### src/hdl/clock_pkg.sv
`default_nettype none

package clock_pkg;

	// ------------------------------------------------------------------------
	// sizes and limits
	// ------------------------------------------------------------------------
	localparam int NUM_DIGITS   = 6;
	localparam int DEF_SEC_DIV  = 50_000_000;	// 50 MHz board clock
	localparam int DEF_SCAN_DIV = 5_000;	// clk cycles per digit
	localparam int BLINK_SCANS  = 2_500;	// scan strobes per half blink period

	typedef logic [5:0]            unit_t;	// one time field, binary
	typedef logic [3:0]            bcd_t;
	typedef logic [6:0]            seg_t;	// {a, b, c, d, e, f, g}, active high
	typedef logic [NUM_DIGITS-1:0] digit_enb_t;	// active low, bit 0 rightmost

	localparam unit_t SEC_MAX = 6'd59;
	localparam unit_t MIN_MAX = 6'd59;
	localparam unit_t HR_MAX  = 6'd23;
	localparam seg_t SEG_BLANK = 7'b000_0000;

	typedef enum logic [1:0] {
		MODE_CLOCK     = 2'd0,
		MODE_SET_TIME  = 2'd1,
		MODE_SET_ALARM = 2'd2
	} mode_t;

	typedef enum logic [1:0] {
		POS_SEC = 2'd0,
		POS_MIN = 2'd1,
		POS_HR  = 2'd2
	} pos_t;

	typedef struct packed {
		unit_t hr;
		unit_t min;
		unit_t sec;
	} hms_t;

	typedef struct packed {
		logic mode;
		logic pos;
		logic inc;
		logic alarm_en;
	} keys_t;

	typedef struct packed {
		logic sec;
		logic min;
		logic hr;
	} inc_t;

	// ------------------------------------------------------------------------
	// helpers shared by the time and alarm registers
	// ------------------------------------------------------------------------
	function automatic unit_t unit_wrap_inc(unit_t v, unit_t max);
		return (v >= max) ? '0 : unit_t'(v + 1'b1);
	endfunction

	// manual set, each field wraps on its own, no carry
	function automatic hms_t hms_apply_inc(hms_t t, inc_t inc);
		hms_t r;
		r = t;
		if (inc.sec)
			r.sec = unit_wrap_inc(t.sec, SEC_MAX);
		if (inc.min)
			r.min = unit_wrap_inc(t.min, MIN_MAX);
		if (inc.hr)
			r.hr = unit_wrap_inc(t.hr, HR_MAX);
		return r;
	endfunction

	function automatic seg_t seg_decode(bcd_t d);
		case (d)
			4'd0:    return 7'b111_1110;
			4'd1:    return 7'b011_0000;
			4'd2:    return 7'b110_1101;
			4'd3:    return 7'b111_1001;
			4'd4:    return 7'b011_0011;
			4'd5:    return 7'b101_1011;
			4'd6:    return 7'b101_1111;
			4'd7:    return 7'b111_0000;
			4'd8:    return 7'b111_1111;
			4'd9:    return 7'b111_1011;
			default: return SEG_BLANK;
		endcase
	endfunction

endpackage

`default_nettype wire

### src/hdl/alarm_unit.sv
`timescale 1ns/1ns
`default_nettype none

module alarm_unit import clock_pkg::*; (
	input  logic clk,
	input  logic rst_n,
	input  hms_t i_time,
	input  inc_t i_inc,
	input  logic i_alarm_en,
	output hms_t o_alarm_time,
	output logic o_alarm
);

	logic match;

	// alarm time, set one field at a time
	always_ff @(posedge clk or negedge rst_n) begin
		if (!rst_n)
			o_alarm_time <= '0;
		else if (|i_inc)
			o_alarm_time <= hms_apply_inc(o_alarm_time, i_inc);
	end

	assign match = (i_time == o_alarm_time);	// hr, min and sec all equal

	// ------------------------------------------------------------------------
	// alarm latch
	// ------------------------------------------------------------------------
	// held until the enable is switched off, even after the time moves on
	always_ff @(posedge clk or negedge rst_n) begin
		if (!rst_n)
			o_alarm <= 1'b0;
		else if (!i_alarm_en)
			o_alarm <= 1'b0;
		else if (match)
			o_alarm <= 1'b1;
	end

endmodule

`default_nettype wire

### src/hdl/clock_top.sv
`timescale 1ns/1ns
`default_nettype none

module clock_top import clock_pkg::*; #(
	parameter int SEC_DIV  = DEF_SEC_DIV,
	parameter int SCAN_DIV = DEF_SCAN_DIV
) (
	input  logic       clk,
	input  logic       rst_n,
	input  keys_t      i_keys,
	output seg_t       o_seg,
	output digit_enb_t o_seg_enb,
	output logic       o_alarm
);

	logic  sec_tick;
	logic  scan_tick;
	logic  blink_on;
	keys_t press;
	mode_t mode;
	pos_t  pos;
	inc_t  time_inc;
	inc_t  alarm_inc;
	logic  run;
	logic  alarm_en;
	hms_t  time_now;
	hms_t  alarm_time;

	tick_gen #(
		.SEC_DIV  (SEC_DIV),
		.SCAN_DIV (SCAN_DIV)
	) tick_gen_inst (
		.clk         (clk),
		.rst_n       (rst_n),
		.o_sec_tick  (sec_tick),
		.o_scan_tick (scan_tick),
		.o_blink_on  (blink_on)
	);

	key_cond key_cond_inst (
		.clk     (clk),
		.rst_n   (rst_n),
		.i_keys  (i_keys),
		.o_press (press)
	);

	mode_ctrl mode_ctrl_inst (
		.clk         (clk),
		.rst_n       (rst_n),
		.i_press     (press),
		.o_mode      (mode),
		.o_pos       (pos),
		.o_time_inc  (time_inc),
		.o_alarm_inc (alarm_inc),
		.o_run       (run),
		.o_alarm_en  (alarm_en)
	);

	timekeeper timekeeper_inst (
		.clk        (clk),
		.rst_n      (rst_n),
		.i_sec_tick (sec_tick),
		.i_run      (run),
		.i_inc      (time_inc),
		.o_time     (time_now)
	);

	alarm_unit alarm_unit_inst (
		.clk          (clk),
		.rst_n        (rst_n),
		.i_time       (time_now),
		.i_inc        (alarm_inc),
		.i_alarm_en   (alarm_en),
		.o_alarm_time (alarm_time),
		.o_alarm      (o_alarm)
	);

	display_mux display_mux_inst (
		.clk          (clk),
		.rst_n        (rst_n),
		.i_time       (time_now),
		.i_alarm_time (alarm_time),
		.i_mode       (mode),
		.i_pos        (pos),
		.i_scan_tick  (scan_tick),
		.i_blink_on   (blink_on),
		.o_seg        (o_seg),
		.o_seg_enb    (o_seg_enb)
	);

endmodule

`default_nettype wire

### src/hdl/display_mux.sv
`timescale 1ns/1ns
`default_nettype none

module display_mux import clock_pkg::*; (
	input  logic       clk,
	input  logic       rst_n,
	input  hms_t       i_time,
	input  hms_t       i_alarm_time,
	input  mode_t      i_mode,
	input  pos_t       i_pos,
	input  logic       i_scan_tick,
	input  logic       i_blink_on,
	output seg_t       o_seg,
	output digit_enb_t o_seg_enb
);

	typedef logic [$clog2(NUM_DIGITS)-1:0] digit_idx_t;

	digit_idx_t idx_q;	// digit being driven
	hms_t       shown;
	bcd_t       digit;
	logic       in_field;	// digit belongs to the field being set
	logic       blank;

	assign shown = (i_mode == MODE_SET_ALARM) ? i_alarm_time : i_time;

	// ------------------------------------------------------------------------
	// digit value, 0 is the rightmost
	// ------------------------------------------------------------------------
	always_comb begin
		case (idx_q)
			3'd0:    digit = bcd_t'(shown.sec % 10);
			3'd1:    digit = bcd_t'(shown.sec / 10);
			3'd2:    digit = bcd_t'(shown.min % 10);
			3'd3:    digit = bcd_t'(shown.min / 10);
			3'd4:    digit = bcd_t'(shown.hr % 10);
			3'd5:    digit = bcd_t'(shown.hr / 10);
			default: digit = '0;
		endcase
	end

	always_comb begin
		case (i_pos)
			POS_SEC: in_field = (idx_q == 3'd0) || (idx_q == 3'd1);
			POS_MIN: in_field = (idx_q == 3'd2) || (idx_q == 3'd3);
			POS_HR:  in_field = (idx_q == 3'd4) || (idx_q == 3'd5);
			default: in_field = 1'b0;
		endcase
	end

	// selected field goes dark in the off half of the blink
	assign blank = (i_mode != MODE_CLOCK) && in_field && !i_blink_on;

	// ------------------------------------------------------------------------
	// scanning
	// ------------------------------------------------------------------------
	always_ff @(posedge clk or negedge rst_n) begin
		if (!rst_n)
			idx_q <= '0;
		else if (i_scan_tick)
			idx_q <= (idx_q == digit_idx_t'(NUM_DIGITS - 1)) ? '0 : idx_q + 1'b1;
	end

	// segments and enable come from the same index in the same edge
	always_ff @(posedge clk or negedge rst_n) begin
		if (!rst_n) begin
			o_seg     <= SEG_BLANK;
			o_seg_enb <= ~digit_enb_t'(1);	// digit 0
		end else begin
			o_seg     <= blank ? SEG_BLANK : seg_decode(digit);
			o_seg_enb <= ~(digit_enb_t'(1) << idx_q);
		end
	end

endmodule

`default_nettype wire

### src/hdl/key_cond.sv
`timescale 1ns/1ns
`default_nettype none

module key_cond import clock_pkg::*; (
	input  logic  clk,
	input  logic  rst_n,
	input  keys_t i_keys,	// raw button levels
	output keys_t o_press
);

	keys_t sync1;
	keys_t sync2;
	keys_t prev;	// sync2 one cycle late

	always_ff @(posedge clk or negedge rst_n) begin
		if (!rst_n) begin
			sync1 <= '0;
			sync2 <= '0;
			prev  <= '0;
		end else begin
			sync1 <= i_keys;
			sync2 <= sync1;
			prev  <= sync2;
		end
	end

	// rising edge of the synchronized level, one pulse per press
	assign o_press = sync2 & ~prev;

endmodule

`default_nettype wire

### src/hdl/mode_ctrl.sv
`timescale 1ns/1ns
`default_nettype none

module mode_ctrl import clock_pkg::*; (
	input  logic  clk,
	input  logic  rst_n,
	input  keys_t i_press,
	output mode_t o_mode,
	output pos_t  o_pos,
	output inc_t  o_time_inc,
	output inc_t  o_alarm_inc,
	output logic  o_run,
	output logic  o_alarm_en
);

	inc_t field_inc;

	// ------------------------------------------------------------------------
	// mode FSM, field position and alarm enable
	// ------------------------------------------------------------------------
	always_ff @(posedge clk or negedge rst_n) begin
		if (!rst_n) begin
			o_mode <= MODE_CLOCK;
		end else if (i_press.mode) begin
			case (o_mode)
				MODE_CLOCK:    o_mode <= MODE_SET_TIME;
				MODE_SET_TIME: o_mode <= MODE_SET_ALARM;
				default:       o_mode <= MODE_CLOCK;
			endcase
		end
	end

	always_ff @(posedge clk or negedge rst_n) begin
		if (!rst_n) begin
			o_pos <= POS_SEC;
		end else if (i_press.pos) begin
			case (o_pos)
				POS_SEC: o_pos <= POS_MIN;
				POS_MIN: o_pos <= POS_HR;
				default: o_pos <= POS_SEC;
			endcase
		end
	end

	always_ff @(posedge clk or negedge rst_n) begin
		if (!rst_n)
			o_alarm_en <= 1'b0;
		else if (i_press.alarm_en)
			o_alarm_en <= ~o_alarm_en;	// toggle
	end

	// ------------------------------------------------------------------------
	// increment strobes, same cycle as the press
	// ------------------------------------------------------------------------
	always_comb begin
		field_inc = '0;
		if (i_press.inc) begin
			case (o_pos)
				POS_SEC: field_inc.sec = 1'b1;
				POS_MIN: field_inc.min = 1'b1;
				POS_HR:  field_inc.hr  = 1'b1;
				default: field_inc     = '0;
			endcase
		end
	end

	assign o_time_inc  = (o_mode == MODE_SET_TIME)  ? field_inc : '0;
	assign o_alarm_inc = (o_mode == MODE_SET_ALARM) ? field_inc : '0;
	assign o_run       = (o_mode != MODE_SET_TIME);	// time frozen while being set

endmodule

`default_nettype wire

### src/hdl/tick_gen.sv
`timescale 1ns/1ns
`default_nettype none

module tick_gen import clock_pkg::*; #(
	parameter int SEC_DIV  = DEF_SEC_DIV,
	parameter int SCAN_DIV = DEF_SCAN_DIV
) (
	input  logic clk,
	input  logic rst_n,
	output logic o_sec_tick,
	output logic o_scan_tick,
	output logic o_blink_on
);

	typedef logic [$clog2(SEC_DIV)-1:0]     sec_cnt_t;
	typedef logic [$clog2(SCAN_DIV)-1:0]    scan_cnt_t;
	typedef logic [$clog2(BLINK_SCANS)-1:0] blink_cnt_t;

	sec_cnt_t   sec_cnt;
	scan_cnt_t  scan_cnt;
	blink_cnt_t blink_cnt;

	// one strobe per second
	always_ff @(posedge clk or negedge rst_n) begin
		if (!rst_n) begin
			sec_cnt    <= sec_cnt_t'(SEC_DIV - 1);
			o_sec_tick <= 1'b0;
		end else begin
			o_sec_tick <= (sec_cnt == '0);
			sec_cnt    <= (sec_cnt == '0) ? sec_cnt_t'(SEC_DIV - 1) : sec_cnt - 1'b1;
		end
	end

	// one strobe per displayed digit
	always_ff @(posedge clk or negedge rst_n) begin
		if (!rst_n) begin
			scan_cnt    <= scan_cnt_t'(SCAN_DIV - 1);
			o_scan_tick <= 1'b0;
		end else begin
			o_scan_tick <= (scan_cnt == '0);
			scan_cnt    <= (scan_cnt == '0) ? scan_cnt_t'(SCAN_DIV - 1) : scan_cnt - 1'b1;
		end
	end

	// blink phase counts scan strobes, starts visible
	always_ff @(posedge clk or negedge rst_n) begin
		if (!rst_n) begin
			blink_cnt  <= blink_cnt_t'(BLINK_SCANS - 1);
			o_blink_on <= 1'b1;
		end else if (o_scan_tick) begin
			if (blink_cnt == '0) begin
				blink_cnt  <= blink_cnt_t'(BLINK_SCANS - 1);
				o_blink_on <= ~o_blink_on;
			end else begin
				blink_cnt <= blink_cnt - 1'b1;
			end
		end
	end

endmodule

`default_nettype wire

### src/hdl/timekeeper.sv
`timescale 1ns/1ns
`default_nettype none

module timekeeper import clock_pkg::*; (
	input  logic clk,
	input  logic rst_n,
	input  logic i_sec_tick,
	input  logic i_run,
	input  inc_t i_inc,
	output hms_t o_time
);

	hms_t time_next;	// time one second later

	// seconds into minutes into hours
	always_comb begin
		time_next     = o_time;
		time_next.sec = unit_wrap_inc(o_time.sec, SEC_MAX);
		if (o_time.sec == SEC_MAX) begin
			time_next.min = unit_wrap_inc(o_time.min, MIN_MAX);
			if (o_time.min == MIN_MAX)
				time_next.hr = unit_wrap_inc(o_time.hr, HR_MAX);
		end
	end

	always_ff @(posedge clk or negedge rst_n) begin
		if (!rst_n)
			o_time <= '0;
		else if (|i_inc)
			o_time <= hms_apply_inc(o_time, i_inc);	// manual set wins
		else if (i_sec_tick && i_run)
			o_time <= time_next;
	end

endmodule

`default_nettype wire

### config.mk
export PLATFORM = sky130hd
export DESIGN_NAME = clock_top
export DESIGN_NICKNAME = d
export VERILOG_FILES = /design/src/hdl/clock_pkg.sv /design/src/hdl/alarm_unit.sv /design/src/hdl/clock_top.sv /design/src/hdl/display_mux.sv /design/src/hdl/key_cond.sv /design/src/hdl/mode_ctrl.sv /design/src/hdl/tick_gen.sv /design/src/hdl/timekeeper.sv
export SDC_FILE = /design/constraint.sdc
export NUM_CORES = 1
export LEC_CHECK = 0
export ABC_AREA = 1
export BUFFER_PORTS_ARGS = -buffer_cell sky130_fd_sc_hd__buf_2
export CORE_MARGIN = 2
export CORE_UTILIZATION = 40
export DETAILED_ROUTE_END_ITERATION = 10
export GPL_TIMING_DRIVEN = 0
export PLACE_DENSITY_LB_ADDON = 0.1
export SLEW_MARGIN = 20
export SYNTH_ARGS = -nofsm -noshare
export SYNTH_HDL_FRONTEND = slang
export SYNTH_SLANG_ARGS = --single-unit
export TNS_END_PERCENT = 30
### constraint.sdc
create_clock -name clk -period 5.75 [get_ports clk]
set_input_delay 0 -clock clk [delete_from_list [all_inputs] [get_ports clk]]
set_output_delay 0 -clock clk [all_outputs]
set_load 0.03 [all_outputs]
# After elaboration in Yosys (flattened, before gate mapping)
# Memories as Yosys holds them, arrays and structs flattened.
# Index checks and enable logic that the tools add are counted.
[word_totals]
reg_bits = 124
mem_bits_ro = 112
input_bits = 6
out_inout_bits = 14
memories = 1
[op_classes]
addsub = 10
n_div = 6
magnitude_cmp = 6
n_eq_ne = 17
n_shift = 1
mux = 31
bitwise = 5
n_reduce_logical = 26
[mem_list]
columns = ["memory", "depth", "width", "rd", "rd_ports_with_merged_regs", "write_ports", "line_no", "rtl"]
rows = [
  ["(no name shown)", 16, 7, 1, 0, 0, "clock_pkg.sv:75", "case (d)"],
]
[op_table]
columns = ["op", "n"]
rows = [
  ["$div A6 B4 Y32 const B", 3],
  ["$mod A6 B4 Y32 const B", 3],
  ["$mux W6", 10],
  ["$mux W18", 3],
  ["$add A6 B1 Y6 const B", 6],
  ["$logic_not A26 Y1", 1],
  ["$mux W26", 1],
  ["$sub A26 B1 Y26 const B", 1],
  ["$ge A6 B6 Y1 const B", 4],
  ["$mux W12", 2],
  ["$pmux W4 S6", 1],
  ["$eq A18 B18 Y1", 1],
  ["$logic_not A13 Y1", 1],
  ["$mux W13", 1],
  ["$sub A13 B1 Y13 const B", 1],
  ["$eq A6 B6 Y1 const B", 2],
  ["$ge A6 B5 Y1 const B", 2],
  ["$logic_not A12 Y1", 1],
  ["$mux W3", 4],
  ["$sub A12 B1 Y12 const B", 1],
  ["$reduce_and A2 Y1", 5],
  ["$pmux W2 S2", 2],
  ["$reduce_bool A2 Y1", 4],
  ["$mux W7", 1],
  ["other kinds (23)", 41],
]

# Depth between registers and ports, before layout
# Gate-level depths: netlist of the first run.
[logic_depth]
word_depth = 7
depth_mapped = 29
depth_no_buf = 28

# Hierarchy
# From an unflattened synthesis of the first run, not the netlist that was laid out.
[hier_totals]
hier_cells = 1052
area_unflattened_um2 = 7951.4
[modules_own_cells]
columns = ["module", "instances", "cells_each", "area_each_um2"]
rows = [
  ["tick_gen", 1, 349, 2915.3],
  ["display_mux", 1, 307, 2050.7],
  ["alarm_unit", 1, 170, 1214.9],
  ["timekeeper", 1, 170, 1174.9],
  ["key_cond", 1, 20, 340.3],
  ["mode_ctrl", 1, 36, 255.2],
]

# Least setup slack after synthesis of the first run
# Ideal clock, no wire load.
[synth_timing]
path_type = "register to register"
from = "reg mode_ctrl_inst.o_mode[0]"
to = "reg display_mux_inst.o_seg[3]"
arrival_ns = 2.889
required_ns = 5.681
setup_slack_ns = 2.792
stages_incl_launch_ff = 28
path_buffers = 1
cell_sequence = "dfrtp_1 > inv_2 > nand2_1 > buf_2 > o21ai_0 > nor2_2 > nor2_1 > nand3_1 > nand2_1 > inv_1 > ha_1 > nand4_1 > nor2_1 > nand2_2 > nand3_2 > nand2_1 > nand2_2 > nand2_2 > nand2_2 > nand2_1 > nand3_1 > nand2_2 > inv_2 > ha_1 > inv_1 > nor2_1 > nor2_1 > nor2_2"
[synth_between]
elab_chain_cells = 6
[synth_lines]
columns = ["element", "line_no", "rtl"]
rows = [
  ["start: declaration", "mode_ctrl.sv:8", "output mode_t o_mode,"],
  ["start signal: assignment", "mode_ctrl.sv:23", "o_mode <= MODE_CLOCK;"],
  ["start signal: assignment", "mode_ctrl.sv:26", "MODE_CLOCK: o_mode <= MODE_SET_TIME;"],
  ["start signal: assignment", "mode_ctrl.sv:27", "MODE_SET_TIME: o_mode <= MODE_SET_ALARM;"],
  ["$eq A2 B2 Y1", "display_mux.sv:25", "assign shown = (i_mode == MODE_SET_ALARM) ? i_alarm_time : i_time;"],
  ["$mux W18", "display_mux.sv:25", ""],
  ["$div A6 B4 Y32 (tied with other cells)", "display_mux.sv:37", "3'd5: digit = bcd_t'(shown.hr / 10);"],
  ["$pmux W4 S6", "display_mux.sv:31", "case (idx_q)"],
  ["$mem_v2 Z16 W7", "n/a", ""],
  ["$mux W7 (*)", "display_mux.sv:70", "o_seg <= blank ? SEG_BLANK : seg_decode(digit);"],
  ["end signal: assignment", "display_mux.sv:70", ""],
  ["end: declaration", "display_mux.sv:13", "output seg_t o_seg,"],
]
# Every way passes the cells marked *; elsewhere a longest branch is shown, timed or not.
# A chain may end at the register's enable or synchronous reset.

# Worst setup path in the final report of the first run
# Same ends and word-level chain as after synthesis.

==> run_results.csv, run 1 <==
group,metric,value,unit
floorplan,ioPinCount,20,
routing,drt_iter0_drc,322,
routing,wire_per_inst,13.6,um
synth,synth_most_common_cell,"nand2_1",
routing,wl,15700,um
sta,worstMarginPinSlew,0.976,ns
critical_path,critPathSlowestCell,"dfrtp_1",
critical_path,crit_path_start,"mode_ctrl_inst.o_mode[0]",
routing,ant_nets,0,
synth,synthesis.area,0.00701,mm2
synth,ys_types,43,
clocking,cts.sinks,124,
floorplan,core.rowCount,48,
critical_path,crit_top_cell,"nand2_2",
synth,ys_seq_area_share,44.9,%
critical_path,worst_path_largest_cell_delay,0.40,ns
critical_path,crit_fanout,10,
finish,layout.nets,948,
finish,design_area,0.00804,mm2
global_route,grt_pass1_wl,26600,um
critical_path,worstSetupPathDepth,27,
synth,synth_async_sr_flop_share,100,%
sta,finalSetupTns,0,ns
status,outcome,"finished clean",
sta,fin_crit_sh,59.8,%
clocking,cts_buffers,17,
synth,synth_edf_count,0,
floorplan,dieHeight,136,um
floorplan,die-area,0.0186,mm2
critical_path,worstSetupEndpointType,"flip-flop",
finish,diodes,0,
critical_path,arrival,3.80,ns
critical_path,crit_buf_inv,5,
finish,n_fill_cell,1737,
placed_design,place_congestion,0.872,
synth,yosys.area.top_type,"dfrtp_1",
critical_path,cpLargestDelayFamily,"simple AND/OR/NAND/NOR gates",
critical_path,r2r_cells,27,
clocking,cts_max_path_buffers,2,
floorplan,fp.dieW,136,um
pwr,powerDensity,354,mW/mm2
sta,fin_skew,0.00868,ns
sta,setup_violations,0,
run,drv_cap,0,
global_route,grt_max_degree,85,
clocking,cts_tree,"done",
critical_path,critical_path_required,6.11,ns
placed_design,detailed_place.area,0.00742,mm2
synth,ys_seq_elements,124,
placed_design,hpwl,11600,um
clocking,clock_latency,0.42,ns
pwr,leakage,3.75,nW
worst_hold_path,hp-class,"input port to asynchronous set/reset pin",
global_route,gr-total-overflow,0,
synth,syn_nets,904,
routing,first_pass_iters,5,
global_route,grt_pass1_vias,5444,
finish,regArea,0.00315,mm2
critical_path,start_kind,"flip-flop",
clocking,cts_root_buf,"clkbuf_16",
global_route,antenna_found_initial,0,
synth,synth-main-ff-cell,"dfrtp_1",
finish,multi_input_area,0.00336,mm2
synth,syn_inst,876,
sta,slew_viol_final,0,
sta,hold_viol,0,
clocking,h-tree-depth,4,
routing,drc_errors,0,
synth,ys_top_cells_by_count,"163 x nand2_1, 112 x inv_1, 107 x nor2_1",
floorplan,core,0.0172,mm2
finish,drive_gt1_share,17.4,%
routing,vias_per_cell,4.97,
placed_design,io_buffers,19,
pwr,ir_worst_vdd,0.000224,V
finish,syn_to_final_growth,14.7,%
synth,syn_avg_cell_area,8.00,um2
critical_path,critical_path_class,"flip-flop to flip-flop",
sta,slew_headroom,34.4,%
pwr,p_total,2.85,mW
synth,synth.area.top_cells,"dfrtp_1 31%, dfstp_2 14%, nand2_1 8.7%, inv_1 6.0%, nand3_1 5.8%",
global_route,grt.total_usage,18.3,%
routing,route.vias.total,5758,
synth,synth_top_area_share,31.1,%
sta,rsz0062_at_grt,"false",
floorplan,initial_core_util,40.7,%
sta,fmaxAchievable,291,MHz
synth,yosys_warnings,0,
clocking,cts.clk_slew.worst_paths,0.06,ns
sta,finalCriticalPeriod,3.44,ns
critical_path,r2r-start,"mode_ctrl_inst.o_mode[0]",
==> worst register-to-register path: cells and delay by family, from the launching register on <==
family,cells,cell delay [ns]
AO/OA/AOI/OAI,1,0.35
flip-flops,1,0.40
buffers and inverters,5,0.42
adder cells (fa/ha/maj),2,0.46
AND/OR/NAND/NOR,19,1.75
==> routing by layer <==
layer | part of all wire (%) | vias up | GRT usage [%]
met4 | 1.3 | 0 | 5.44
li1 | - | 2960 | -
met5 | 0 | - | 0
met3 | 3.3 | 16 | 4.06
met2 | 46 | 88 | 29.3
met1 | 50 | 2694 | 24.9
==> path summary, 6_finish.rpt <==
path / to / slack [ns]
worst max-delay path: display_mux_inst.o_seg[3] / 2.31
worst min-delay path: alarm_unit_inst.o_alarm_time[4] / 0.05
worst max register to register: display_mux_inst.o_seg[3] / 2.31
worst min register to register: key_cond_inst.sync2[1] / 0.35
max in group asynchronous: tick_gen_inst.scan_cnt[2] / 4.94
min in group clk: key_cond_inst.sync1[0] / 0.22
==> what timing repair did <==
action	CTS	global route
gates resized for setup	0	0
hold buffers	5	0
hold endpoints to repair	99	0
setup buffers	0	0
==> flip-flops by register name (all words and copies together) (netlist names), 6 cells and up <==
register and flops:
timekeeper_inst.o_time 18, display_mux_inst.o_seg_enb 6, alarm_unit_inst.o_alarm_time 18, tick_gen_inst.scan_cnt 13, tick_gen_inst.sec_cnt 26, display_mux_inst.o_seg 7, tick_gen_inst.blink_cnt 12
==> through the flow <==
step	utilization, %	setup WS (ns)	hold slack [ns]	instances
floorplan	-	2.79	-0.296	876
global placement	42.8	2.34	0.109	1120
detailed placement	43.1	2.32	-0.0849	1121
CTS	46.7	2.30	0.0548	1158
global route	46.7	1.95	0.0803	1158
finish	46.7	2.31	0.0469	1158
==> power by group <==
part | switching (mW) | leakage, nW | internal (mW) | total (mW)
Clock | 0.415 | 0.265 | 0.619 | 1.03
Sequential | 0.0613 | 1.51 | 0.947 | 1.01
Combinational | 0.523 | 1.98 | 0.279 | 0.803
Total | 1.00 | 3.75 | 1.85 | 2.85
==> layout make-up <==
type                       instances  area share (%)
buffer                             6           0.482
inverter                         122            5.69
tap                              225            3.50
timing repair buffer              25            2.27
clock inverter                    12            1.40
sequential                       124            39.2
clock buffer                      20            5.68
multi-input combinational        624            41.8
==> cell usage in the layout, fill, tap and decap left out, drive strengths merged <==
master and instances:
a211oi 3, a21boi 2, a21oi 25, a221oi 6, a31oi 1, and2 1, buf 26, bufinv 1
clkbuf 20, clkinv 4, clkinvlp 5, dfrtp 87, dfstp 37, dlygate4sd3 5, ha 22, inv 124
nand2 186, nand3 88, nand3b 6, nand4 14, nor2 122, nor3 21, nor3b 4, nor4 14
o211ai 7, o21ai 47, o22ai 9, o31ai 3, or2 10, or3 1, or4 1, xnor2 7
xor2 24
==> logic make-up after synthesis <==
logic type,share of synthesized area [%]
flip-flops,44.9
AO/OA/AOI/OAI,8.66
AND/OR/NAND/NOR,31.5
XOR/XNOR,3.87
buffers and inverters,7.09
adder cells (fa/ha/maj),3.93
No activity file was read; power rests on OpenSTA's default activity.
==> run 2: changes to the inputs <==
Clock period 5.75 ns to 3.4 ns, I/O delays scaled along.
==> run 2 against run 1 <==
Compared with the run above: via count up 1.1%; critical endpoint is now display_mux_inst.o_seg[4]; clock power up 70%; highest routed layer unchanged; core utilization up 1.5 points; global-route usage about the same; flip-flop and latch count unchanged.
==> run_results.csv, run 2 (synthesized netlist as in run 1, its figures left out) <==
group,metric,value,unit
pwr,powerDensity,600,mW/mm2
sta,slew_viol_final,0,
sta,slew_headroom,37.6,%
clocking,cts.sinks,124,
clocking,cts.clk_slew.worst_paths,0.06,ns
global_route,gr-total-overflow,0,
finish,drive_gt1_share,21.9,%
routing,wire_per_inst,13.7,um
global_route,grt.total_usage,18.4,%
floorplan,dieHeight,136,um
sta,worstMarginPinSlew,0.928,ns
placed_design,place_congestion,0.872,
finish,largest-register,"tick_gen_inst.sec_cnt",
routing,ant_nets,0,
floorplan,core,0.0172,mm2
finish,largest_reg_flops,26,
clocking,cts_max_path_buffers,2,
critical_path,crit_fanout,7,
critical_path,critical_path_required,3.75,ns
sta,finalCriticalPeriod,3.23,ns
routing,vias_per_cell,4.96,
finish,final_cell_mix,"156 x nand2_1, 109 x inv_1, 103 x nor2_1, 85 x dfrtp_1, 73 x nand3_1",
finish,diodes,0,
global_route,grt_pass1_wl,26600,um
critical_path,start_kind,"flip-flop",
finish,reg_top3,"tick_gen_inst.sec_cnt: 26 flops, alarm_unit_inst.o_alarm_time: 18 flops, timekeeper_inst.o_time: 18 flops",
floorplan,die-area,0.0186,mm2
finish,layout.nets,964,
critical_path,worstSetupEndpointType,"flip-flop",
sta,setup_violations,0,
routing,route.vias.total,5822,
floorplan,fp.dieW,136,um
worst_hold_path,hp-class,"input port to asynchronous set/reset pin",
placed_design,io_buffers,19,
sta,fin_skew,0.00864,ns
run,drv_cap,0,
routing,drc_errors,0,
clocking,clock_latency,0.42,ns
global_route,antenna_found_initial,0,
finish,syn_to_final_growth,18.4,%
critical_path,critical_path_class,"flip-flop to flip-flop",
pwr,ir_worst_vdd,0.000377,V
clocking,cts_tree,"done",
sta,hold_ws,0.0502,ns
placed_design,hpwl,11600,um
sta,fin_crit_sh,94.9,%
floorplan,core.rowCount,48,
finish,final_common_cell,"nand2_1",
status,outcome,"finished clean",
routing,first_pass_iters,5,
sta,hold_viol,0,
critical_path,arrival,3.58,ns
floorplan,initial_core_util,40.7,%
clocking,cts_buffers,17,
clocking,h-tree-depth,4,
routing,wl,16100,um
clocking,cts_root_buf,"clkbuf_16",
pwr,leakage,3.84,nW
global_route,grt_max_degree,85,
finish,finalNonFillerCells,1174,
sta,fmaxAchievable,310,MHz
placed_design,place_inst,1121,
routing,drt_iter0_drc,316,
floorplan,ioPinCount,20,
global_route,grt_pass1_vias,5453,
run 2: cell types whose count changed in the layout (fill, tap and decap cells not counted), moves of 3 or more:
cell     change
nand2_4      +4
inv_1        -3
nor2_1       -4
buf_4       +16
nand2_2      +3
nand2_1      -7
nand3_2      +8
nor2_2       +4
nand3_1      -8
run 2: timing repair:
| action | CTS | global route |
|---|---|---|
| hold buffers | 5 | 0 |
| pin swaps | 1 | 14 |
| gates resized for setup | 1 | 43 |
| endpoints found under the hold margin | 99 | 0 |
| endpoints found under the setup margin | 1 | 7 |
| buffers inserted | 2 | 14 |
run 2: layout make-up:
| class | instances | area [um2] |
|---|---|---|
| Fill cell | 1714 | 8940 |
| Inverter | 122 | 465 |
| Multi-Input combinational cell | 624 | 3480 |
| Buffer | 6 | 47.5 |
| Sequential cell | 124 | 3150 |
| Clock inverter | 12 | 113 |
| Clock buffer | 20 | 457 |
| Timing Repair Buffer | 41 | 303 |
| Tap cell | 225 | 282 |
run 2: worst paths after layout:
path | startpoint | end | slack, ns | depth (start not counted)
max reg2reg | display_mux_inst.idx_q[0] | display_mux_inst.o_seg[4] | 0.17 | 25
min | rst_n | alarm_unit_inst.o_alarm_time[4] | 0.05 | 2
min reg2reg | key_cond_inst.sync1[1] | key_cond_inst.sync2[1] | 0.35 | 0
max | display_mux_inst.idx_q[0] | display_mux_inst.o_seg[4] | 0.17 | 25
min in group clk | i_keys[0] | key_cond_inst.sync1[0] | 0.22 | 2
max in group asynchronous | rst_n | tick_gen_inst.scan_cnt[12] | 2.59 | 3
run 2: routing by layer:
metal	track usage, %	vias up	share of wire [%]
met3	4.06	15	3.2
met5	0	-	0
met2	29.4	73	46
met4	5.44	0	1.2
li1	-	2992	-
met1	24.9	2742	49
run 2: critical path, stage by stage, from the launching register on:
cell,delay [ns]
dfrtp_1,0.38
buf_6,0.14
buf_4,0.14
nor2_4,0.20
nand3_2,0.10
nand3_2,0.11
nand2_2,0.07
nand3_1,0.10
nand2_2,0.08
inv_2,0.07
ha_1,0.15
nand4_1,0.11
nor2_2,0.15
nand2_2,0.07
nand3_2,0.08
nand2_2,0.06
and2_4,0.14
ha_2,0.32
inv_1,0.04
a21oi_2,0.11
nor2_2,0.06
nor2_4,0.15
nand2_1,0.08
nand2_2,0.07
nand2_4,0.08
nor2_2,0.09
run 2: per-stage QoR:
stage	power (mW)	worst slack (ns)	instance area (um2)	util, %	setup TNS (ns)
after floorplan	2.74	0.442	7010	-	0
after global placement	3.05	-0.00884	7390	42.8	-0.00884
after detailed placement	3.08	-0.0316	7420	43.1	-0.0316
after CTS	4.87	0.00268	8060	46.7	0
after global routing	5.30	-0.0311	8300	48.1	-0.0570
final	4.98	0.175	8300	48.1	0
run 2: report_power, final:
part | total, mW | internal, mW | switching [mW]
clock network | 1.75 | 1.05 | 0.704
logic | 1.52 | 0.562 | 0.955
registers | 1.71 | 1.60 | 0.105
total | 4.98 | 3.21 | 1.76
